[src/hw/pdp1_pkg.sv]
/*
 * Shared types and constants for the PDP-1 front end.
 * Imported by wildcard into each module header that needs them.
 */
package pdp1_pkg;

   // ================================================
   // Machine words
   // ================================================
   typedef logic [17:0] pdp_word_t;
   typedef logic [11:0] pdp_addr_t;

   // One tape line, bit 7 marks binary, bits 5..0 carry data
   typedef logic [7:0] tape_byte_t;

   // Read-in record, six tape lines, oldest line in the high bits
   typedef struct packed {
      logic [5:0] op;
      pdp_addr_t  addr;
      pdp_word_t  data;
   } rim_record_t;

   // Read-in opcodes (octal)
   typedef enum logic [5:0] {
      RIM_DIO = 6'o32,
      RIM_JMP = 6'o60
   } rim_op_e;

   // ================================================
   // FSM states
   // ================================================
   typedef enum logic {LOAD_IDLE, LOAD_RIM} loader_state_e;
   typedef enum logic {READ_IDLE, READ_COLLECT} reader_state_e;

   // Video line and frame position
   typedef logic [10:0] video_count_t;

   localparam int unsigned RIM_LINES = 6;
   localparam int unsigned BIN_LINES = 3;
   localparam pdp_addr_t RESET_START_ADDRESS = 12'o4;

endpackage

[src/hw/tape_if.sv]
/*
 * Tape byte stream from the download source, with the loader's hold-off.
 * Top level drives the stream, loader and reader sample it.
 */
`timescale 1ns/1ps

interface tape_if import pdp1_pkg::*; ();

   logic       download;   // High while a tape image streams
   logic       byte_wr;    // One-cycle byte strobe
   tape_byte_t byte_data;
   logic       hold;       // Source waits while high

   // Stream origin
   modport source (output download, output byte_wr, output byte_data, input hold);

   // RIM loader owns the hold-off
   modport loader (input download, input byte_wr, input byte_data, output hold);

   // Binary word reader only listens
   modport reader (input byte_wr, input byte_data);

endinterface

[src/hw/rim_loader.sv]
/*
 * Read-in-mode loader. Assembles six-line records from the tape stream,
 * turns dio records into memory writes and a jmp record into the start
 * address. Also keeps the hold-off toward the tape source and its timeout.
 */
`timescale 1ns/1ps

module rim_loader import pdp1_pkg::*; #(
   parameter int unsigned TIMEOUT_CYCLES = 50_000_000
) (
   input  logic      CLK_50M,
   input  logic      RESET,
   tape_if.loader    tape,
   input  logic      rim_enable,
   input  logic      rim_disable,
   output logic      rim_active,
   output logic      mem_we,
   output pdp_addr_t mem_addr,
   output pdp_word_t mem_data,
   output pdp_addr_t start_address
);

   // Timer saturates one past the limit
   localparam int unsigned TIMER_W = $clog2(TIMEOUT_CYCLES + 2);
   localparam logic [TIMER_W-1:0] TIMER_LIMIT = TIMER_W'(TIMEOUT_CYCLES);
   localparam logic [TIMER_W-1:0] TIMER_SAT = TIMER_W'(TIMEOUT_CYCLES + 1);

   localparam int unsigned LINE_W = $clog2(RIM_LINES);
   localparam logic [LINE_W-1:0] LAST_LINE = LINE_W'(RIM_LINES - 1);

   loader_state_e                state;
   logic [LINE_W-1:0]            line_cnt;
   logic [(RIM_LINES-1)*6-1:0]   line_sr;     // Five older data fields
   logic [TIMER_W-1:0]           timer_q;
   logic                         byte_valid;
   logic                         record_done;
   rim_record_t                  rec_next;
   rim_op_e                      rec_op;

   // Only binary lines count
   assign byte_valid = tape.byte_wr && tape.byte_data[7];

   // Record as it stands with the current line shifted in
   assign rec_next = {line_sr, tape.byte_data[5:0]};
   assign rec_op   = rim_op_e'(rec_next.op);

   // Sixth counted line in RIM mode, decoded on this edge
   assign record_done = (state == LOAD_RIM) && byte_valid
                        && (line_cnt == LAST_LINE) && !rim_disable;

   assign rim_active = (state == LOAD_RIM);

   // ================================================
   // Line shifter and decoded payload
   // ================================================
   always_ff @(posedge CLK_50M) begin
      if (byte_valid) begin
         line_sr <= rec_next[(RIM_LINES-1)*6-1:0];
      end
      if (record_done) begin
         mem_addr <= rec_next.addr;
         mem_data <= rec_next.data;
      end
   end

   // ================================================
   // Mode FSM and record decode
   // ================================================
   always_ff @(posedge CLK_50M) begin
      if (RESET) begin
         state         <= LOAD_IDLE;
         line_cnt      <= '0;
         mem_we        <= 1'b0;
         start_address <= RESET_START_ADDRESS;
      end else begin
         // Write strobe lasts one cycle
         mem_we <= 1'b0;

         if (rim_disable) begin
            state    <= LOAD_IDLE;
            line_cnt <= '0;
         end else if (rim_enable) begin
            // Fresh record alignment on entry
            state    <= LOAD_RIM;
            line_cnt <= '0;
         end else if (state == LOAD_RIM && byte_valid) begin
            if (line_cnt == LAST_LINE) begin
               line_cnt <= '0;
               case (rec_op)
                  RIM_DIO: mem_we <= 1'b1;
                  RIM_JMP: begin
                     start_address <= rec_next.addr;
                     state         <= LOAD_IDLE;
                  end
                  // Unknown opcodes fall through
                  default: ;
               endcase
            end else begin
               line_cnt <= line_cnt + 1'b1;
            end
         end
      end
   end

   // ================================================
   // Hold-off and its timeout
   // ================================================
   always_ff @(posedge CLK_50M) begin
      if (RESET) begin
         timer_q   <= '0;
         tape.hold <= 1'b0;
      end else begin
         // Restart on each counted line
         if (byte_valid) begin
            timer_q <= '0;
         end else if (timer_q != TIMER_SAT) begin
            timer_q <= timer_q + 1'b1;
         end

         // Release beats the jmp set
         if (!tape.download || rim_disable || timer_q > TIMER_LIMIT) begin
            tape.hold <= 1'b0;
         end else if (record_done && rec_op == RIM_JMP) begin
            tape.hold <= 1'b1;
         end
      end
   end

   // Write only comes out of an active read-in session
   a_we_in_rim: assert property (@(posedge CLK_50M) disable iff (RESET)
      mem_we |-> $past(state == LOAD_RIM) && state == LOAD_RIM);

   a_we_single: assert property (@(posedge CLK_50M) disable iff (RESET)
      mem_we |=> !mem_we);

endmodule

[src/hw/tape_word_reader.sv]
/*
 * Binary tape reader. A rising read_request arms it, then three binary
 * lines from the stream make one 18-bit word. busy falls with the word.
 */
`timescale 1ns/1ps

module tape_word_reader import pdp1_pkg::*; (
   input  logic      CLK_50M,
   input  logic      RESET,
   tape_if.reader    tape,
   input  logic      read_request,
   output logic      busy,
   output pdp_word_t word
);

   localparam int unsigned CNT_W = $clog2(BIN_LINES);
   localparam logic [CNT_W-1:0] LAST_FIELD = CNT_W'(BIN_LINES - 1);

   reader_state_e              state;
   logic                       req_q;
   logic [CNT_W-1:0]           field_cnt;
   logic [(BIN_LINES-1)*6-1:0] field_sr;   // Older fields, first one on top
   logic                       req_rise;
   logic                       byte_valid;

   assign req_rise   = read_request && !req_q;
   assign byte_valid = tape.byte_wr && tape.byte_data[7];
   assign busy       = (state == READ_COLLECT);

   // ================================================
   // Field collection
   // ================================================
   always_ff @(posedge CLK_50M) begin
      if (RESET) begin
         state     <= READ_IDLE;
         req_q     <= 1'b0;
         field_cnt <= '0;
      end else begin
         req_q <= read_request;
         case (state)
            READ_IDLE: begin
               if (req_rise) begin
                  state     <= READ_COLLECT;
                  field_cnt <= '0;
               end
            end
            READ_COLLECT: begin
               // Third field closes the word
               if (byte_valid) begin
                  if (field_cnt == LAST_FIELD) begin
                     state <= READ_IDLE;
                  end else begin
                     field_cnt <= field_cnt + 1'b1;
                  end
               end
            end
            default: state <= READ_IDLE;
         endcase
      end
   end

   // Word includes the line arriving on the closing edge
   always_ff @(posedge CLK_50M) begin
      if (busy && byte_valid) begin
         field_sr <= {field_sr[(BIN_LINES-2)*6-1:0], tape.byte_data[5:0]};
         if (field_cnt == LAST_FIELD) begin
            word <= {field_sr, tape.byte_data[5:0]};
         end
      end
   end

   a_busy_fall: assert property (@(posedge CLK_50M) disable iff (RESET)
      $fell(busy) |-> $past(tape.byte_wr && tape.byte_data[7]));

endmodule

[src/hw/video_sync_gen.sv]
/*
 * Line and frame counters with registered hsync, vsync and data enable.
 * Counts run from zero up to the TOTAL value inclusive.
 */
`timescale 1ns/1ps

module video_sync_gen import pdp1_pkg::*; #(
   parameter int unsigned H_TOTAL         = 1687,
   parameter int unsigned H_FRONT         = 48,
   parameter int unsigned H_SYNC          = 112,
   parameter int unsigned H_VISIBLE_START = 408,
   parameter int unsigned V_TOTAL         = 1065,
   parameter int unsigned V_FRONT         = 1,
   parameter int unsigned V_SYNC          = 3,
   parameter int unsigned V_VISIBLE_START = 42
) (
   input  logic CLK_50M,
   input  logic RESET,
   output logic hsync,
   output logic vsync,
   output logic de
);

   video_count_t h_count;
   video_count_t v_count;

   // ================================================
   // Position counters
   // ================================================
   always_ff @(posedge CLK_50M) begin
      if (RESET) begin
         h_count <= '0;
         v_count <= '0;
      end else if (h_count == video_count_t'(H_TOTAL)) begin
         // End of line, step the frame
         h_count <= '0;
         if (v_count == video_count_t'(V_TOTAL)) begin
            v_count <= '0;
         end else begin
            v_count <= v_count + 1'b1;
         end
      end else begin
         h_count <= h_count + 1'b1;
      end
   end

   // Outputs trail the counts by one cycle
   always_ff @(posedge CLK_50M) begin
      if (RESET) begin
         hsync <= 1'b1;
         vsync <= 1'b1;
         de    <= 1'b0;
      end else begin
         // Sync pulses are active low
         hsync <= !(h_count >= H_FRONT && h_count < H_FRONT + H_SYNC);
         vsync <= !(v_count >= V_FRONT && v_count < V_FRONT + V_SYNC);
         de    <= (h_count >= H_VISIBLE_START) && (v_count >= V_VISIBLE_START);
      end
   end

   // Sync sits in the blanking before visible start
   a_no_de_in_hsync: assert property (@(posedge CLK_50M) disable iff (RESET)
      !hsync |-> !de);

endmodule

[src/hw/pdp1_frontend.sv]
/*
 * PDP-1 front end top level. Joins the RIM loader, binary tape reader and
 * video sync generator on CLK_50M and sets their timing parameters.
 */
`timescale 1ns/1ps

module pdp1_frontend import pdp1_pkg::*; #(
   parameter int unsigned TIMEOUT_CYCLES  = 50_000_000,
   parameter int unsigned H_TOTAL         = 1687,
   parameter int unsigned H_FRONT         = 48,
   parameter int unsigned H_SYNC          = 112,
   parameter int unsigned H_VISIBLE_START = 408,
   parameter int unsigned V_TOTAL         = 1065,
   parameter int unsigned V_FRONT         = 1,
   parameter int unsigned V_SYNC          = 3,
   parameter int unsigned V_VISIBLE_START = 42
) (
   input  logic       CLK_50M,
   input  logic       RESET,
   input  logic       tape_download,
   input  logic       tape_wr,
   input  tape_byte_t tape_data,
   output logic       tape_hold,
   input  logic       rim_enable,
   input  logic       rim_disable,
   output logic       rim_active,
   output logic       mem_we,
   output pdp_addr_t  mem_addr,
   output pdp_word_t  mem_data,
   output pdp_addr_t  start_address,
   input  logic       read_request,
   output logic       reader_busy,
   output pdp_word_t  reader_word,
   output logic       hsync,
   output logic       vsync,
   output logic       de
);

   // Source side of the tape stream
   tape_if tape_bus ();

   assign tape_bus.download  = tape_download;
   assign tape_bus.byte_wr   = tape_wr;
   assign tape_bus.byte_data = tape_data;
   assign tape_hold          = tape_bus.hold;

   rim_loader #(
      .TIMEOUT_CYCLES (TIMEOUT_CYCLES)
   ) u_rim_loader (
      .CLK_50M       (CLK_50M),
      .RESET         (RESET),
      .tape          (tape_bus.loader),
      .rim_enable    (rim_enable),
      .rim_disable   (rim_disable),
      .rim_active    (rim_active),
      .mem_we        (mem_we),
      .mem_addr      (mem_addr),
      .mem_data      (mem_data),
      .start_address (start_address)
   );

   tape_word_reader u_tape_word_reader (
      .CLK_50M      (CLK_50M),
      .RESET        (RESET),
      .tape         (tape_bus.reader),
      .read_request (read_request),
      .busy         (reader_busy),
      .word         (reader_word)
   );

   video_sync_gen #(
      .H_TOTAL         (H_TOTAL),
      .H_FRONT         (H_FRONT),
      .H_SYNC          (H_SYNC),
      .H_VISIBLE_START (H_VISIBLE_START),
      .V_TOTAL         (V_TOTAL),
      .V_FRONT         (V_FRONT),
      .V_SYNC          (V_SYNC),
      .V_VISIBLE_START (V_VISIBLE_START)
   ) u_video_sync_gen (
      .CLK_50M (CLK_50M),
      .RESET   (RESET),
      .hsync   (hsync),
      .vsync   (vsync),
      .de      (de)
   );

endmodule

[config.mk]
export PLATFORM = sky130hd
export DESIGN_NAME = pdp1_frontend
export DESIGN_NICKNAME = d
export VERILOG_FILES = /design/src/hw/pdp1_pkg.sv /design/src/hw/tape_if.sv /design/src/hw/rim_loader.sv /design/src/hw/tape_word_reader.sv /design/src/hw/video_sync_gen.sv /design/src/hw/pdp1_frontend.sv
export SDC_FILE = /design/constraint.sdc
export NUM_CORES = 1
export LEC_CHECK = 0
export ABC_AREA = 1
export BUFFER_PORTS_ARGS = -buffer_cell sky130_fd_sc_hd__buf_2
export CAP_MARGIN = 20
export CORE_MARGIN = 1
export CORE_UTILIZATION = 24
export CTS_CLUSTER_SIZE = 8
export DETAILED_ROUTE_END_ITERATION = 12
export HOLD_SLACK_MARGIN = 0.05
export RECOVER_POWER = 100
export SYNTH_ARGS = -nofsm -noshare
export SYNTH_HDL_FRONTEND = slang
export SYNTH_HIERARCHICAL = 1
export SYNTH_SLANG_ARGS = --single-unit
[constraint.sdc]
create_clock -name CLK_50M -period 9.6 [get_ports CLK_50M]
set_input_delay 1.92 -clock CLK_50M [delete_from_list [all_inputs] [get_ports CLK_50M]]
set_output_delay 1.92 -clock CLK_50M [all_outputs]
set_load 0.05 [all_outputs]
-- Word level (Yosys, flattened, before mapping)
Cells that the tools add are included.
- flip-flop bits (word level): 163
- input port bits: 15
- output and inout bits: 67
- $add $sub $neg: 5
- $lt $le $gt $ge: 7
- equality and inequality tests: 10
- mux-type cells: 15
- bitwise gates (word level): 5
- reduce and logical (&&, ||, !) cells: 30
- operator list (kind ; number):
    adder 26 x 1 -> 26 bit, second input constant ; 1
    > comparator 26 bit, second input constant ; 1
    != test 26 bit, second input constant ; 1
    adder 11 x 1 -> 11 bit, second input constant ; 2
    equality test 11 bit, second input constant ; 2
    greater-or-equal comparator 11 x 6 -> 1 bit, second input constant ; 2
    greater-or-equal comparator 11 x 1 -> 1 bit, second input constant ; 1
    greater-or-equal comparator 11 x 9 -> 1 bit, second input constant ; 1
    < comparator 11 x 3 -> 1 bit, second input constant ; 1
    < comparator 11 x 8 -> 1 bit, second input constant ; 1
    two-way mux 11 bit ; 1
    logical AND 1 bit ; 10
    two-way mux 1 bit ; 8
    OR reduction 2 bit ; 4
    equality test 6 x 5 -> 1 bit, second input constant ; 1
    equality test 6 bit, second input constant ; 1
    two-way mux 2 bit ; 3
    AND reduction 3 bit ; 2
    nonzero test 2 bit ; 3
    logical NOT 1 bit ; 5
    NOT 1 bit ; 5
    AND reduction 5 bit ; 1
    OR reduction 5 bit ; 1
    != test 2 bit, second input constant ; 2
    other kinds (11) ; 12

-- Logic depth before layout (Yosys ltp)
- word-level depth: 5
- mapped depth: 9
- mapped depth without buffers: 9

-- Hierarchy
Netlist, hierarchy kept.
- modules (own cells, without submodules) (module ; instances ; cells an instance ; area each (um^2)):
    rim_loader ; 1 ; 436 ; 4214.0
    video_sync_gen ; 1 ; 200 ; 1373.8
    tape_word_reader ; 1 ; 55 ; 1099.8

-- Worst setup path after synthesis
OpenSTA, ideal clock, no wires.
- kind: input to register
- start: in tape_wr
- end: reg u_rim_loader.mem_addr[0], enable pin
- library setup time: 417 ps
- arrival time: 4015 ps
- path slack: 5167 ps
- stages: 6
- path buffers: 0
- cell sequence: nand2_1 > inv_2 > nand2_2 > nor2_4 > inv_1 > nor2_1
- word-level cells in the longest chain between the ends: 4
- RTL lines (what ; RTL line ; RTL):
    start, declared ; pdp1_frontend.sv:21 ; input logic tape_wr,
    logical AND 1 bit ; rim_loader.sv:41 ; assign byte_valid = tape.byte_wr && tape.byte_data[7];
    net u_rim_loader.byte_valid ; rim_loader.sv:35 ; logic byte_valid;
    logical AND 1 bit ; rim_loader.sv:48 ; assign record_done = (state == LOAD_RIM) && byte_valid
    logical AND 1 bit (2 in a row) ; rim_loader.sv:49 ; && (line_cnt == LAST_LINE) && !rim_disable;
    net u_rim_loader.record_done ; rim_loader.sv:36 ; logic record_done;
    end signal, assigned ; rim_loader.sv:61 ; mem_addr <= rec_next.addr;
    end, declared ; rim_loader.sv:18 ; output pdp_addr_t mem_addr,
The timed path passes the listed nets, and every way through them passes these cells.
A chain may end at the register's enable or synchronous reset.

-- Worst setup path in the final report
- start: in tape_wr
- end: reg u_rim_loader.mem_data[7], enable pin
- word-level cells in the longest chain between the ends: 4
- RTL lines (what ; RTL line ; RTL):
    logical AND 1 bit ; rim_loader.sv:41 ;
    net u_rim_loader.byte_valid ; rim_loader.sv:35 ;
    logical AND 1 bit ; rim_loader.sv:48 ;
    logical AND 1 bit (2 in a row) ; rim_loader.sv:49 ;
    net u_rim_loader.record_done ; rim_loader.sv:36 ;
    end signal, assigned ; rim_loader.sv:62 ; mem_data <= rec_next.data;
    end, declared ; rim_loader.sv:19 ; output pdp_word_t mem_data,
The timed path passes the listed nets, and every way through them passes these cells.

==> reports/results.ini <==
[die]
die_width_um=169
core-area_um2=27200
die_area_um2=28500
die_y_um=169
start_util=0.246
ios=82
rows=60

[place]
placed_area_um2=7540
preCtsSetupSlack_ns=5.40
gp_congestion=0.849
numPortBuffers=80
dp_hpwl_um=9920

[synth]
yosysTopAreaCell=edfxtp_1
synth_area_um2=6690
synthMuxAreaShare=0
synthCells=691
ys_async_sr_fraction=0
seq_area_frac_synth=0.623
synth_ff_type=edfxtp_1
synth-simple-area-share=0.253
synth_top_area_share=0.404
synth_warnings=6
synthAdderAreaFrac=0.0150
postSynthAreaPerCell_um2=9.68
yosysMostFrequentCell=nand2_1
yosysUniqueCellTypes=38
synthXorXnorAreaFrac=0.00393
synth_top_family_by_area=simple AND/OR/NAND/NOR gates
synth-seq-cells=163
synth_compound_area_frac=0.0505
syn-num-nets=714
synth.cells.most_frequent=143 x nand2_1, 111 x nor2_1, 90 x edfxtp_1
synthTopCellsByArea=edfxtp_1 40%, dfxtp_1 22%, nand2_1 8.0%, nor2_1 6.2%, inv_1 4.1%
synth_edf_count=90

[hold_path]
hp-start=u_tape_word_reader/field_sr[11]
holdCritPathClass=flop to flop

[setup_path]
cp_data_required_time_ns=9.64
start_kind=input pin
path_class=input pin to flop
startpoint=tape_wr
rr_startpoint=u_rim_loader/rim_active
endpoint_kind=flop
cp.arrival_ns=5.25
worst-path-max-fanout=32

[grt]
grt-busiest-layer=met2
gr-usage-met3=0.0365
gr-total-overflow=0
grt_pass1_wl_um=22900
grtUsageMet2=0.168
grt_pass1_vias=4535
grt_usage=0.104
globalRouteMet1Util=0.131
antenna_found_initial=0
grt_max_degree=33

[sta]
rsz0062_at_grt=false
worst_slew_pin_slew_ns=1.97
fin_crit_sh=0.542
period_needed_ns=5.20
fmax_mhz=192
final.setup.tns_ns=0
drv_slew=33
setup_viol=0
worst_slack_ns=4.40
finClkSkew_ns=0.00791
finalHoldViolCount=0
hold_slack_ns=0.419
relSlewSlack=-0.313

[detailed_routing]
wirelength_um=14100
postRouteAntennaNets=0
drt-pass1-iter-count=5
drtIter0Drc=279
vias=4792
drc=0
avgRoutedWirePerCell_um=12.0
routed_via_density=4.09

[final_layout]
fin_nets=809
post-route-cell-area_um2=7970
diodes=0
drive_gt1_frac=0.100
area_growth_pct=19.2

[cts]
clkLatencyLatePin_ns=0.42
h-tree-depth=4
path_clk_slew_ns=0.06
cts_root_buffer=clkbuf_16
numCtsBuffers=17
post-cts-setup-buffers=0
ctsLongestPathBuffers=2
cts_repair_resize_count=0
cts_hold_buf=0
clock-sinks=163
cts_tree=yes

[pwr]
leakagePower_nw=2.79
peakVddDrop_mv=0.0989
pwr_density_cell_nw_per_um2=181
p_total_w=0.00144

[run_status]
status=finished, violations left
violations=capacitance limit, slew limit

[flow_run]
max_cap_violations=1

==> path summary, 6_finish.rpt <==
path	to	slack [ns]	cells after the start
worst max-delay path	u_rim_loader/mem_data[7]	4.40	8
worst min-delay path	u_tape_word_reader/word[17]	0.42	0
worst max register to register	u_rim_loader/mem_data[7]	7.46	4
worst min register to register	u_tape_word_reader/word[17]	0.42	0
==> logic make-up after synthesis <==
| group | after synthesis |
|---|---|
| simple gates | 362 |
| flops | 163 |
| buf+inv | 93 |
| compound gates | 62 |
| fa+ha+maj | 8 |
| xor+xnor | 3 |
==> routing by layer <==
metal	wire length [µm]	part of all wire	vias to the layer above
met3	514	0.036	12
met5	0	0	-
met4	85	0.0060	0
met2	6690	0.47	88
li1	-	-	2465
met1	6810	0.48	2227
==> critical path: stages <==
cell,delay (ns)
clkbuf_1,0.11
nand2_1,0.07
clkinv_1,0.04
clkbuf_1,1.39
nand2_1,0.41
nor2_1,0.34
inv_1,0.14
nor2_4,0.75
==> power breakdown <==
part	internal, W	total, W	switching, W
logic	0.00000774	0.0000310	0.0000232
registers	0.000744	0.000749	0.00000568
clock network	0.000364	0.000662	0.000298
==> registers in the layout, summed over array words and instances, names as in the netlist, 11 cells and up <==
| signal | count |
|---|---|
| u_video_sync_gen/h_count | 11 |
| u_rim_loader/mem_data | 18 |
| u_rim_loader/start_address | 12 |
| u_rim_loader/line_sr | 30 |
| u_rim_loader/mem_addr | 12 |
| u_tape_word_reader/field_sr | 12 |
| u_video_sync_gen/v_count | 11 |
| u_rim_loader/timer_q | 26 |
| u_tape_word_reader/word | 18 |
==> final cells by class <==
type | count | area [µm²]
fillers | 2906 | 19200
flip-flops and latches | 163 | 4160
multi-input cells | 435 | 2130
well taps | 372 | 465
clock buffers | 17 | 425
inverters | 87 | 327
repair buffers | 82 | 314
clock inverters | 15 | 145
==> through the flow <==
stage           util  cells
2_1_floorplan      -    691
3_3_place_gp   0.277   1139
3_5_place_dp   0.277   1139
4_1_cts        0.298   1171
5_1_grt        0.293   1171
6_report       0.293   1171
==> layout by cell type, fill, tap and decap left out, types with 5 or more instances in the layout <==
| master | instances |
|---|---|
| a21oi_1 | 34 |
| buf_2 | 5 |
| clkbuf_1 | 77 |
| clkbuf_16 | 17 |
| dfxtp_1 | 73 |
| edfxtp_1 | 90 |
| ha_1 | 8 |
| inv_1 | 74 |
| inv_2 | 10 |
| inv_6 | 7 |
| nand2_1 | 145 |
| nand3_1 | 36 |
| nand3_2 | 7 |
| nand3b_1 | 7 |
| nand4_1 | 11 |
| nor2_1 | 113 |
| nor2_2 | 8 |
| nor3_1 | 14 |
| o21ai_0 | 19 |
(Power assumes the default switching activity.)
